`config.mk`:
```
export PLATFORM = sky130hd
export DESIGN_NAME = uart_parser
export DESIGN_NICKNAME = d
export VERILOG_FILES = /design/src/source/parser_pkg.sv /design/src/source/command_decoder.sv /design/src/source/bus_master.sv /design/src/source/reply_formatter.sv /design/src/source/uart_parser.sv
export VERILOG_INCLUDE_DIRS = /design/src /design/src/source
export SDC_FILE = /design/constraint.sdc
export NUM_CORES = 1
export LEC_CHECK = 0
export BUFFER_PORTS_ARGS = -buffer_cell sky130_fd_sc_hd__buf_2
export CELL_PAD_IN_SITES_DETAIL_PLACEMENT = 0
export CELL_PAD_IN_SITES_GLOBAL_PLACEMENT = 2
export CORE_MARGIN = 2
export CORE_UTILIZATION = 40
export CTS_CLUSTER_SIZE = 30
export DETAILED_ROUTE_END_ITERATION = 12
export GPL_ROUTABILITY_DRIVEN = 1
export PLACE_DENSITY_LB_ADDON = 0.2
export SYNTH_ARGS = -nofsm -noshare
export SYNTH_HDL_FRONTEND = slang
export SYNTH_SLANG_ARGS = --single-unit
```
`constraint.sdc`:
```
create_clock -name clock -period 3.5 [get_ports clock]
set_input_delay 0.525 -clock clock [delete_from_list [all_inputs] [get_ports clock]]
set_output_delay 0.525 -clock clock [all_outputs]
set_load 0.03 [all_outputs]
```
`src/source/parser_defines.svh`:
```
//------------------------------
// uart parser shared macros
// bus address width and the text protocol characters
//------------------------------
`ifndef PARSER_DEFINES_SVH
`define PARSER_DEFINES_SVH

// register file address width, must be a multiple of 4
`define PARSER_ADDR_W	8

// line endings
`define CHAR_CR			8'h0d
`define CHAR_LF			8'h0a

// field separators
`define CHAR_SPACE		8'h20
`define CHAR_TAB		8'h09

// command letters, both cases
`define CHAR_R_UP		8'h52
`define CHAR_R_LO		8'h72
`define CHAR_W_UP		8'h57
`define CHAR_W_LO		8'h77

`endif

```
`src/source/parser_pkg.sv`:
```
//------------------------------
// uart parser types
// widths, state encodings, bus command and hex helpers
//------------------------------
`include "parser_defines.svh"

package parser_pkg;

	// one uart byte
	typedef logic [7:0] char_t;
	// value of one hex digit
	typedef logic [3:0] nibble_t;
	// register file address and data
	typedef logic [`PARSER_ADDR_W-1:0] bus_addr_t;
	typedef logic [7:0] bus_data_t;

	// receive line parser states
	typedef enum logic [2:0] {
		ps_idle,
		ps_white_data,
		ps_data,
		ps_white_addr,
		ps_addr,
		ps_wait_eol
	} parse_state_t;

	// reply transmit states
	typedef enum logic [2:0] {
		tx_idle,
		tx_hi_nib,
		tx_lo_nib,
		tx_cr,
		tx_lf
	} tx_state_t;

	// decoded command handed to the bus sequencer
	typedef struct packed {
		logic		write;
		bus_addr_t	address;
		bus_data_t	data;
	} bus_cmd_t;

	// true for 0-9, A-F and a-f
	function automatic logic is_hex_char(input char_t c);
		return ((c >= 8'h30) && (c <= 8'h39)) ||
			((c >= 8'h41) && (c <= 8'h46)) ||
			((c >= 8'h61) && (c <= 8'h66));
	endfunction

	// low nibble of a letter is 1..6 in either case, so add 9
	function automatic nibble_t hex_to_nibble(input char_t c);
		if (c <= 8'h39)
			return c[3:0];
		else
			return c[3:0] + 4'd9;
	endfunction

	// upper case hex digit, 'A' is 8'h37 + 10
	function automatic char_t nibble_to_hex(input nibble_t n);
		if (n < 4'd10)
			return {4'h3, n};
		else
			return 8'h37 + {4'h0, n};
	endfunction

endpackage

```
`src/source/command_decoder.sv`:
```
//------------------------------
// command decoder
// parses "w DD AA" and "r AA" text lines into bus commands
//------------------------------
`timescale 1ns/1ns
`include "parser_defines.svh"

module command_decoder
(
	input	logic				clock,
	input	logic				reset,
	input	parser_pkg::char_t	rx_data,
	input	logic				new_rx_data,
	output	parser_pkg::bus_cmd_t	cmd,
	output	logic				cmd_valid
);
	import parser_pkg::*;

	parse_state_t	state;
	logic			write_op;
	bus_data_t		data_acc;
	bus_addr_t		addr_acc;

	// byte classification
	logic			is_hex;
	logic			is_eol;
	logic			is_white;
	logic			is_read_cmd;
	logic			is_write_cmd;
	nibble_t		rx_nib;

	assign is_hex = is_hex_char(rx_data);
	assign rx_nib = hex_to_nibble(rx_data);
	assign is_eol = (rx_data == `CHAR_CR) || (rx_data == `CHAR_LF);
	assign is_white = (rx_data == `CHAR_SPACE) || (rx_data == `CHAR_TAB);
	assign is_read_cmd = (rx_data == `CHAR_R_UP) || (rx_data == `CHAR_R_LO);
	assign is_write_cmd = (rx_data == `CHAR_W_UP) || (rx_data == `CHAR_W_LO);

	//------------------------------
	// line state machine
	//------------------------------
	always_ff @(posedge clock or posedge reset)
	begin
		if (reset)
			state <= ps_idle;
		else if (new_rx_data)
		begin
			case (state)
				// command letter, blank lines stay here
				ps_idle:
					if (is_write_cmd)
						state <= ps_white_data;
					else if (is_read_cmd)
						state <= ps_white_addr;
					else if (!is_eol)
						state <= ps_wait_eol;
				// separators before the data field
				ps_white_data:
					if (is_hex)
						state <= ps_data;
					else if (is_eol)
						state <= ps_idle;
					else if (!is_white)
						state <= ps_wait_eol;
				// data digits until a separator
				ps_data:
					if (is_white)
						state <= ps_white_addr;
					else if (is_eol)
						state <= ps_idle;
					else if (!is_hex)
						state <= ps_wait_eol;
				// separators before the address field
				ps_white_addr:
					if (is_hex)
						state <= ps_addr;
					else if (is_eol)
						state <= ps_idle;
					else if (!is_white)
						state <= ps_wait_eol;
				// address digits, line end issues the command
				ps_addr:
					if (is_eol)
						state <= ps_idle;
					else if (!is_hex)
						state <= ps_wait_eol;
				// drop the rest of a bad line
				ps_wait_eol:
					if (is_eol)
						state <= ps_idle;
				default:
					state <= ps_idle;
			endcase
		end
	end

	// read or write, decided by the command letter
	always_ff @(posedge clock or posedge reset)
	begin
		if (reset)
			write_op <= 1'b0;
		else if (new_rx_data && (state == ps_idle) && (is_write_cmd || is_read_cmd))
			write_op <= is_write_cmd;
	end

	// one cycle strobe on the line end of a complete command
	always_ff @(posedge clock or posedge reset)
	begin
		if (reset)
			cmd_valid <= 1'b0;
		else
			cmd_valid <= new_rx_data && (state == ps_addr) && is_eol;
	end

	//------------------------------
	// field accumulators
	//------------------------------
	// digits shift in from the right so only the last ones survive
	always_ff @(posedge clock)
	begin
		if (new_rx_data)
		begin
			// read lines carry no data, start from zero
			if ((state == ps_idle) && (is_write_cmd || is_read_cmd))
				data_acc <= '0;
			else if (((state == ps_white_data) || (state == ps_data)) && is_hex)
				data_acc <= {data_acc[3:0], rx_nib};

			if ((state == ps_white_addr) && is_hex)
				addr_acc <= bus_addr_t'(rx_nib);
			else if ((state == ps_addr) && is_hex)
				addr_acc <= (addr_acc << 4) | bus_addr_t'(rx_nib);

			// command register loads together with the strobe
			if ((state == ps_addr) && is_eol)
			begin
				cmd.write <= write_op;
				cmd.address <= addr_acc;
				cmd.data <= data_acc;
			end
		end
	end

endmodule

```
`src/source/bus_master.sv`:
```
//------------------------------
// bus master
// req/gnt sequencer to the register file with read capture
//------------------------------
`timescale 1ns/1ns

module bus_master
(
	input	logic					clock,
	input	logic					reset,
	input	parser_pkg::bus_cmd_t	cmd,
	input	logic					cmd_valid,
	output	parser_pkg::bus_addr_t	int_address,
	output	parser_pkg::bus_data_t	int_wr_data,
	output	logic					int_write,
	output	logic					int_read,
	output	logic					int_req,
	input	logic					int_gnt,
	input	parser_pkg::bus_data_t	int_rd_data,
	output	parser_pkg::bus_data_t	read_data,
	output	logic					read_valid
);
	import parser_pkg::*;

	logic	write_req;
	logic	read_req;
	logic	read_done;
	logic	granted;

	// a grant only counts when no new command replaces the pending one
	assign granted = int_gnt && !cmd_valid;
	assign int_req = write_req | read_req;

	// address and write data held for the whole access
	always_ff @(posedge clock)
	begin
		if (cmd_valid)
		begin
			int_address <= cmd.address;
			int_wr_data <= cmd.data;
		end
	end

	//------------------------------
	// request flags and access pulses
	//------------------------------
	always_ff @(posedge clock or posedge reset)
	begin
		if (reset)
		begin
			write_req <= 1'b0;
			read_req <= 1'b0;
			int_write <= 1'b0;
			int_read <= 1'b0;
		end
		else
		begin
			if (cmd_valid)
			begin
				// new command overrides whatever was waiting
				write_req <= cmd.write;
				read_req <= !cmd.write;
			end
			else if (granted)
			begin
				write_req <= 1'b0;
				read_req <= 1'b0;
			end
			// single cycle access after the sampled grant
			int_write <= write_req && granted;
			int_read <= read_req && granted;
		end
	end

	// rd data is valid the cycle after int_read, strobe it one later
	always_ff @(posedge clock or posedge reset)
	begin
		if (reset)
		begin
			read_done <= 1'b0;
			read_valid <= 1'b0;
		end
		else
		begin
			read_done <= int_read;
			read_valid <= read_done;
		end
	end

	always_ff @(posedge clock)
	begin
		if (read_done)
			read_data <= int_rd_data;
	end

endmodule

```
`src/source/reply_formatter.sv`:
```
//------------------------------
// reply formatter
// sends a read byte as two hex characters then CR LF
//------------------------------
`timescale 1ns/1ns
`include "parser_defines.svh"

module reply_formatter
(
	input	logic					clock,
	input	logic					reset,
	input	parser_pkg::bus_data_t	read_data,
	input	logic					read_valid,
	output	parser_pkg::char_t		tx_data,
	output	logic					new_tx_data,
	input	logic					tx_busy
);
	import parser_pkg::*;

	tx_state_t	state;
	bus_data_t	tx_byte;
	logic		busy_d;
	logic		tx_end;
	logic		send;
	char_t		next_char;

	// end of a character is the falling edge of tx_busy
	always_ff @(posedge clock or posedge reset)
	begin
		if (reset)
			busy_d <= 1'b0;
		else
			busy_d <= tx_busy;
	end

	assign tx_end = !tx_busy && busy_d;

	// start on a read, continue after each finished character
	always_comb
	begin
		send = 1'b0;
		next_char = `CHAR_LF;
		case (state)
			tx_idle:
			begin
				// tx_byte is loaded on this same edge, use the input
				send = read_valid;
				next_char = nibble_to_hex(read_data[7:4]);
			end
			tx_hi_nib:
			begin
				send = tx_end;
				next_char = nibble_to_hex(tx_byte[3:0]);
			end
			tx_lo_nib:
			begin
				send = tx_end;
				next_char = `CHAR_CR;
			end
			tx_cr:
			begin
				send = tx_end;
				next_char = `CHAR_LF;
			end
			default:
				send = 1'b0;
		endcase
	end

	//------------------------------
	// transmit state machine
	//------------------------------
	always_ff @(posedge clock or posedge reset)
	begin
		if (reset)
		begin
			state <= tx_idle;
			new_tx_data <= 1'b0;
		end
		else
		begin
			new_tx_data <= send;
			case (state)
				tx_idle:
					if (read_valid)
						state <= tx_hi_nib;
				tx_hi_nib:
					if (tx_end)
						state <= tx_lo_nib;
				tx_lo_nib:
					if (tx_end)
						state <= tx_cr;
				tx_cr:
					if (tx_end)
						state <= tx_lf;
				// last character, wait for it to leave
				tx_lf:
					if (tx_end)
						state <= tx_idle;
				default:
					state <= tx_idle;
			endcase
		end
	end

	// byte latch and outgoing character
	always_ff @(posedge clock)
	begin
		if ((state == tx_idle) && read_valid)
			tx_byte <= read_data;
		if (send)
			tx_data <= next_char;
	end

endmodule

```
`src/source/uart_parser.sv`:
```
//------------------------------
// uart parser top level
// text commands from the uart to register file accesses
//------------------------------
`timescale 1ns/1ns

module uart_parser
(
	input	logic					clock,
	input	logic					reset,
	// uart receiver
	input	parser_pkg::char_t		rx_data,
	input	logic					new_rx_data,
	// uart transmitter
	output	parser_pkg::char_t		tx_data,
	output	logic					new_tx_data,
	input	logic					tx_busy,
	// register file bus
	output	parser_pkg::bus_addr_t	int_address,
	output	parser_pkg::bus_data_t	int_wr_data,
	output	logic					int_write,
	output	logic					int_read,
	input	parser_pkg::bus_data_t	int_rd_data,
	output	logic					int_req,
	input	logic					int_gnt
);
	import parser_pkg::*;

	// decoder to bus master
	bus_cmd_t	cmd;
	logic		cmd_valid;
	// bus master to formatter
	bus_data_t	read_data;
	logic		read_valid;

	command_decoder decoder0
	(
		.clock			(clock),
		.reset			(reset),
		.rx_data		(rx_data),
		.new_rx_data	(new_rx_data),
		.cmd			(cmd),
		.cmd_valid		(cmd_valid)
	);

	bus_master master0
	(
		.clock			(clock),
		.reset			(reset),
		.cmd			(cmd),
		.cmd_valid		(cmd_valid),
		.int_address	(int_address),
		.int_wr_data	(int_wr_data),
		.int_write		(int_write),
		.int_read		(int_read),
		.int_req		(int_req),
		.int_gnt		(int_gnt),
		.int_rd_data	(int_rd_data),
		.read_data		(read_data),
		.read_valid		(read_valid)
	);

	reply_formatter formatter0
	(
		.clock			(clock),
		.reset			(reset),
		.read_data		(read_data),
		.read_valid		(read_valid),
		.tx_data		(tx_data),
		.new_tx_data	(new_tx_data),
		.tx_busy		(tx_busy)
	);

endmodule

```
# After elaboration in Yosys (flattened, before gate mapping)
# Index checks and enable logic that the tools add are counted.
# totals
regBits,85
latch_bits,0
ramBits,0
mem_bits_ro,0
inputBits,21
output_inout_bits,28
elab_cells,128
mem_count,0
# op_classes
add_sub_neg,3
mul,0
n_div,0
order_cmp,8
n_eq_ne,24
shifts,0
n_mux,29
n_bitwise,2
n_reduce_logical,39
# ops
cell,n
$mux 3,16
$eq 8x7->1 const B,4
$eq 8x4->1 const B,3
$mux 8,3
$pmux 8 s3,1
$pmux 3 s6,1
$logic_and 1x1->1,17
$ge 8x7->1 const B,2
$le 8x7->1 const B,2
$pmux 3 s5,1
$add 6x4->7 const A,2
$eq 3x2->1 const B,4
$ne 2x1->1 const B,5
$eq 3x3->1 const B,3
$eq 8x6->1 const B,1
$ge 8x6->1 const B,1
$le 8x6->1 const B,1
$logic_or 1x1->1,8
$lt 4x4->1 const B,2
$mux 4,2
$or 8x4->8,1
$mux 7,1
$eq 3x1->1 const B,2
$logic_not 3->1,2
other kinds (12),20

# Logic depth before layout (Yosys ltp)
# depth
word_depth,8
mapped_depth,7
mapped_depth_nobuf,7

# By module
# Synthesis repeated with hierarchy kept, for this count alone.
# unflattened
hier_cells,251
area_unflattened_um2,3590.9
# modules_own_cells
module,instances,cells_per_inst,area_per_inst_um2,seq_area_each_um2
command_decoder,1,135,1794.2,1116.1
bus_master,1,39,943.4,870.8
reply_formatter,1,77,853.3,455.4

# Least setup slack after synthesis
# OpenSTA, ideal clock, no wires.
# synth_path
kind,in2reg
start,in rx_data[1]
end,"reg, netlist name decoder0.cmd[0]"
setup_time_ns,0.435
t_arrival_ns,3.199
required_ns,3.065
setup_slack_ns,-0.134
cell_stages,5
n_path_buf,0
path_cell_list,inv_1 > ha_1 > mux2i_1 > or4b_4 > nor4_1
# synth_between
elab_chain_len,4
elab_cells_between_ends,5
classes_between,eq/ne: 2; reduce/logical: 3
# synth_lines
element,line_no,source
start: declaration,uart_parser.sv:12,"input parser_pkg::char_t rx_data,"
$eq 8x4->1 (no line),-,
$logic_or 1x1->1 (*),command_decoder.sv:34,assign is_eol = (rx_data == `CHAR_CR) || (rx_data == `CHAR_LF);
$logic_and 1x1->1 (*),command_decoder.sv:135,if ((state == ps_addr) && is_eol)
$reduce_and 2->1 (no line) (*),-,
# Every way passes the cells marked *; elsewhere a longest branch is shown, timed or not.
# A chain may end at the register's enable or synchronous reset.

# Worst setup path after layout
# layout_path
start,in rx_data[1]
end,"reg, netlist name decoder0.cmd[15]"
# layout_between
elab_chain_len,4
elab_cells_between_ends,5
classes_between,eq/ne: 2; reduce/logical: 3
# layout_lines
element,line_no
$eq 8x4->1 (no line),-
$logic_or 1x1->1 (*),command_decoder.sv:34
$logic_and 1x1->1 (*),command_decoder.sv:135
$reduce_and 2->1 (no line) (*),-
# Marks and branches as above.

==> impl_metrics.toml <==
[outcome]
status = "finished clean"

[flow_run]
maxCapViolations = 0

[sta]
max-slew-margin-rel_pct = 45.27
rsz0062_at_grt = "no"
setup-tns-final_ns = 0
period_minus_slack_ns = 2.174
hold_violations = 0
timing.fmax_ghz = 0.4600
slew_viol_final = 0
setup_viol_count_final = 0
period_share_pct = 62.12
skew_ns = 0.009877
worst_pin_slew_ns = 0.8210

[global_route]
antenna_found_initial = 0
grt_pass1_vias = 1956
grt_pass1_wl_um = 10150
grt_start_max_net_pins = 22
overflow = 0
grtUsageTotal_pct = 13.62

[yosys]
syn_avg_cell_area_um2 = 14.44
synth-async-reset-ratio_pct = 19.05
synth-compound-area-share_pct = 9.300
synth_top_family_by_area = "simple AND/OR/NAND/NOR gates"
synth_nets = 272
yosys.area_share.simple_pct = 13.51
ys_ff_latch = 84
synthCells = 245
synthXorXnorAreaFrac_pct = 1.733
yosysWarningCount = 0
synth_ff_type = "edfxtp_1"
synth_mux_area_share_pct = 1.521
synth-edff-count = 68
synth_area_um2 = 3538
yosysSeqAreaShare_pct = 69.02
synthAdderAreaFrac_pct = 2.440
synth.distinct_cells = 57

[power_and_ir_drop]
ir_drop_v = 0.0002244
power_density_nw_per_um2 = 512.5
comb_power_share_pct = 11.7
static-leakage-power_nw = 1.510
pwr-share-clk_pct = 30.2
switching_share_pct = 28.00
p_int_mw = 1.500
seqPwrFrac_pct = 58.1
power_switching_mw = 0.5833
finalPower_mw = 2.083

[critical_path]
worstPathArrival_ns = 2.21
reg2regPathDepth = 5
worst_setup_path_start_kind = "input port"
path_cells = "buf_2, inv_1, ha_1, mux2i_1, or4b_4, nor4_4, buf_4"
critPathMaxStageDelay_ns = 0.58
crit_type = "input port to register"
cp.required_ns = 3.54
crit_fanout = 17
endpoint_kind = "register"
crit_path_top_delay_cell = "or4b_4"

[floorplanning]
die_height_um = 98.06
start_util_pct = 40.97
rows = 34
coreArea_um2 = 8636
die_area_um2 = 9615
die_x_um = 98.06
ios = 49

[drt]
wire_per_inst_um = 14.82
first_iter_violations = 158
drt_drc_violations_left = 0
via_per_inst = 5.098
first_pass_iters = 6
detail-route-antenna-nets = 0
routed_wl_um = 6032
dr_total_vias = 2075

[layout]
drive_above_1_share_pct = 27.42
areaGrowthSynthToFinish_pct = 14.89
layout.nets = 321
diodes = 0

[clocking]
cts.repair.resized = 0
cts_setup_buffers = 0
ctsHoldBuffers = 0
clk_pin_slew_worst_paths_ns = 0.09
clk_path_buf_depth = 2
clock-sinks = 84
clockRootBuffer = "clkbuf_8"
ctsHtreeMaxLevel = 3
cts_tree = "done"
cts_buffers = 9
clk_latency_ns = 0.35

[placement]
gp_congestion = 0.7569
hpwlAfterDp_um = 4231
io_buffer_count = 47

[worst_hold_path]
hold_path_class = "input port to async pin"
## per-layer routing
metal | track usage, % | vias to the layer above | part of all wire, %
met5 | 0 | - | 0
met4 | 5.983 | 0 | 1.8
met3 | 4.295 | 8 | 5.2
met2 | 19.39 | 54 | 45
met1 | 19.26 | 996 | 48
li1 | - | 1017 | -
## sequential cells by signal, summed over array words and instances, names as in the netlist, 3 cells and up
register	count
decoder0.addr_acc	8
decoder0.cmd	17
decoder0.data_acc	8
decoder0.state	3
formatter0.state	3
formatter0.tx_byte	4
formatter0.tx_data	7
master0.int_address	8
master0.int_wr_data	8
master0.read_data	8
## path summary, 6_finish.rpt
check / from / to / slack (ns)
max: rx_data[1] / decoder0.cmd[15]$_DFFE_PP_ / 1.33
max reg2reg: decoder0.state[0]$_DFFE_PP0P_ / decoder0.data_acc[5]$_SDFFCE_PP0P_ / 1.42
min in group clock: tx_busy / formatter0.busy_d$_DFF_PP0_ / 0.30
min: reset / master0.int_read$_DFF_PP0_ / 0.25
min reg2reg: master0.int_read$_DFF_PP0_ / master0.read_done$_DFF_PP0_ / 0.39
max in group asynchronous: reset / formatter0.busy_d$_DFF_PP0_ / 2.84
## through the flow
stage	instances	instance area, µm²	hold slack (ns)	util, %	setup slack [ns]
3_5_place_dp	391	3881	0.3683	44.94	0.9440
3_3_place_gp	391	3881	0.3694	44.94	0.9976
2_1_floorplan	245	3545	0.4003	-	0.5641
4_1_cts	407	4065	0.2560	47.07	1.320
6_report	407	4065	0.2455	47.07	1.326
5_1_grt	407	4065	0.2773	47.07	1.137
## area by class of cell
type / instances / area (µm²)
inverters: 9 / 33.78
fillers: 813 / 4571
clock buffers: 9 / 123.9
well taps: 108 / 135.1
clock inverters: 7 / 60.06
flip-flops and latches: 84 / 2442
repair buffers: 48 / 242.7
multi-input cells: 142 / 1027
## layout by cell type, fill, tap and decap left out, types with 9 or more instances in the layout
cell and n:
o21ai_0 9, nand2_1 17, dfrtp_1 16, edfxtp_1 68
and2_1 11, buf_2 47, inv_1 9, nor2_1 11
clkbuf_8 9
## Yosys cell counts, drive strengths merged (4+ instances only)
cell	number	area (µm²)
edfxtp	68	2042
buf	4	27.52
inv	9	33.78
clkbuf	6	22.52
o21ai	10	50.04
dfrtp	16	400.4
a31oi	6	37.54
nand2b	5	31.28
and2	11	68.82
nor3	6	30.03
o31a	4	35.03
ha	6	75.07
nor2	12	47.55
nand2	17	63.81
nor2b	4	25.02
xnor2	4	35.03
## cell families after synthesis
kind of cell | count (synthesis)
muxes | 5
other | 1
DFF | 84
adders and majority gates | 7
and+or+nand+nor | 77
buffers and inverters | 19
xor gates and xnor gates | 7
AOI/OAI and AO/OA | 45
## critical path, delay by kind of cell
kind	cells	cell delay (ns)
fa+ha+maj	1	0.23
buf+inv	3	0.50
mux	1	0.16
simple gates	2	0.80
## power groups by stage
stage          clock network [mW]  registers, mW  logic (mW)
2_1_floorplan                   0           1.21       0.195
3_3_place_gp                    0           1.23       0.244
3_5_place_dp                    0           1.23       0.245
4_1_cts                     0.652           1.21       0.246
5_1_grt                     0.702           1.22       0.270
6_report                    0.629           1.21       0.244
Power figures use the tool's default switching activity.
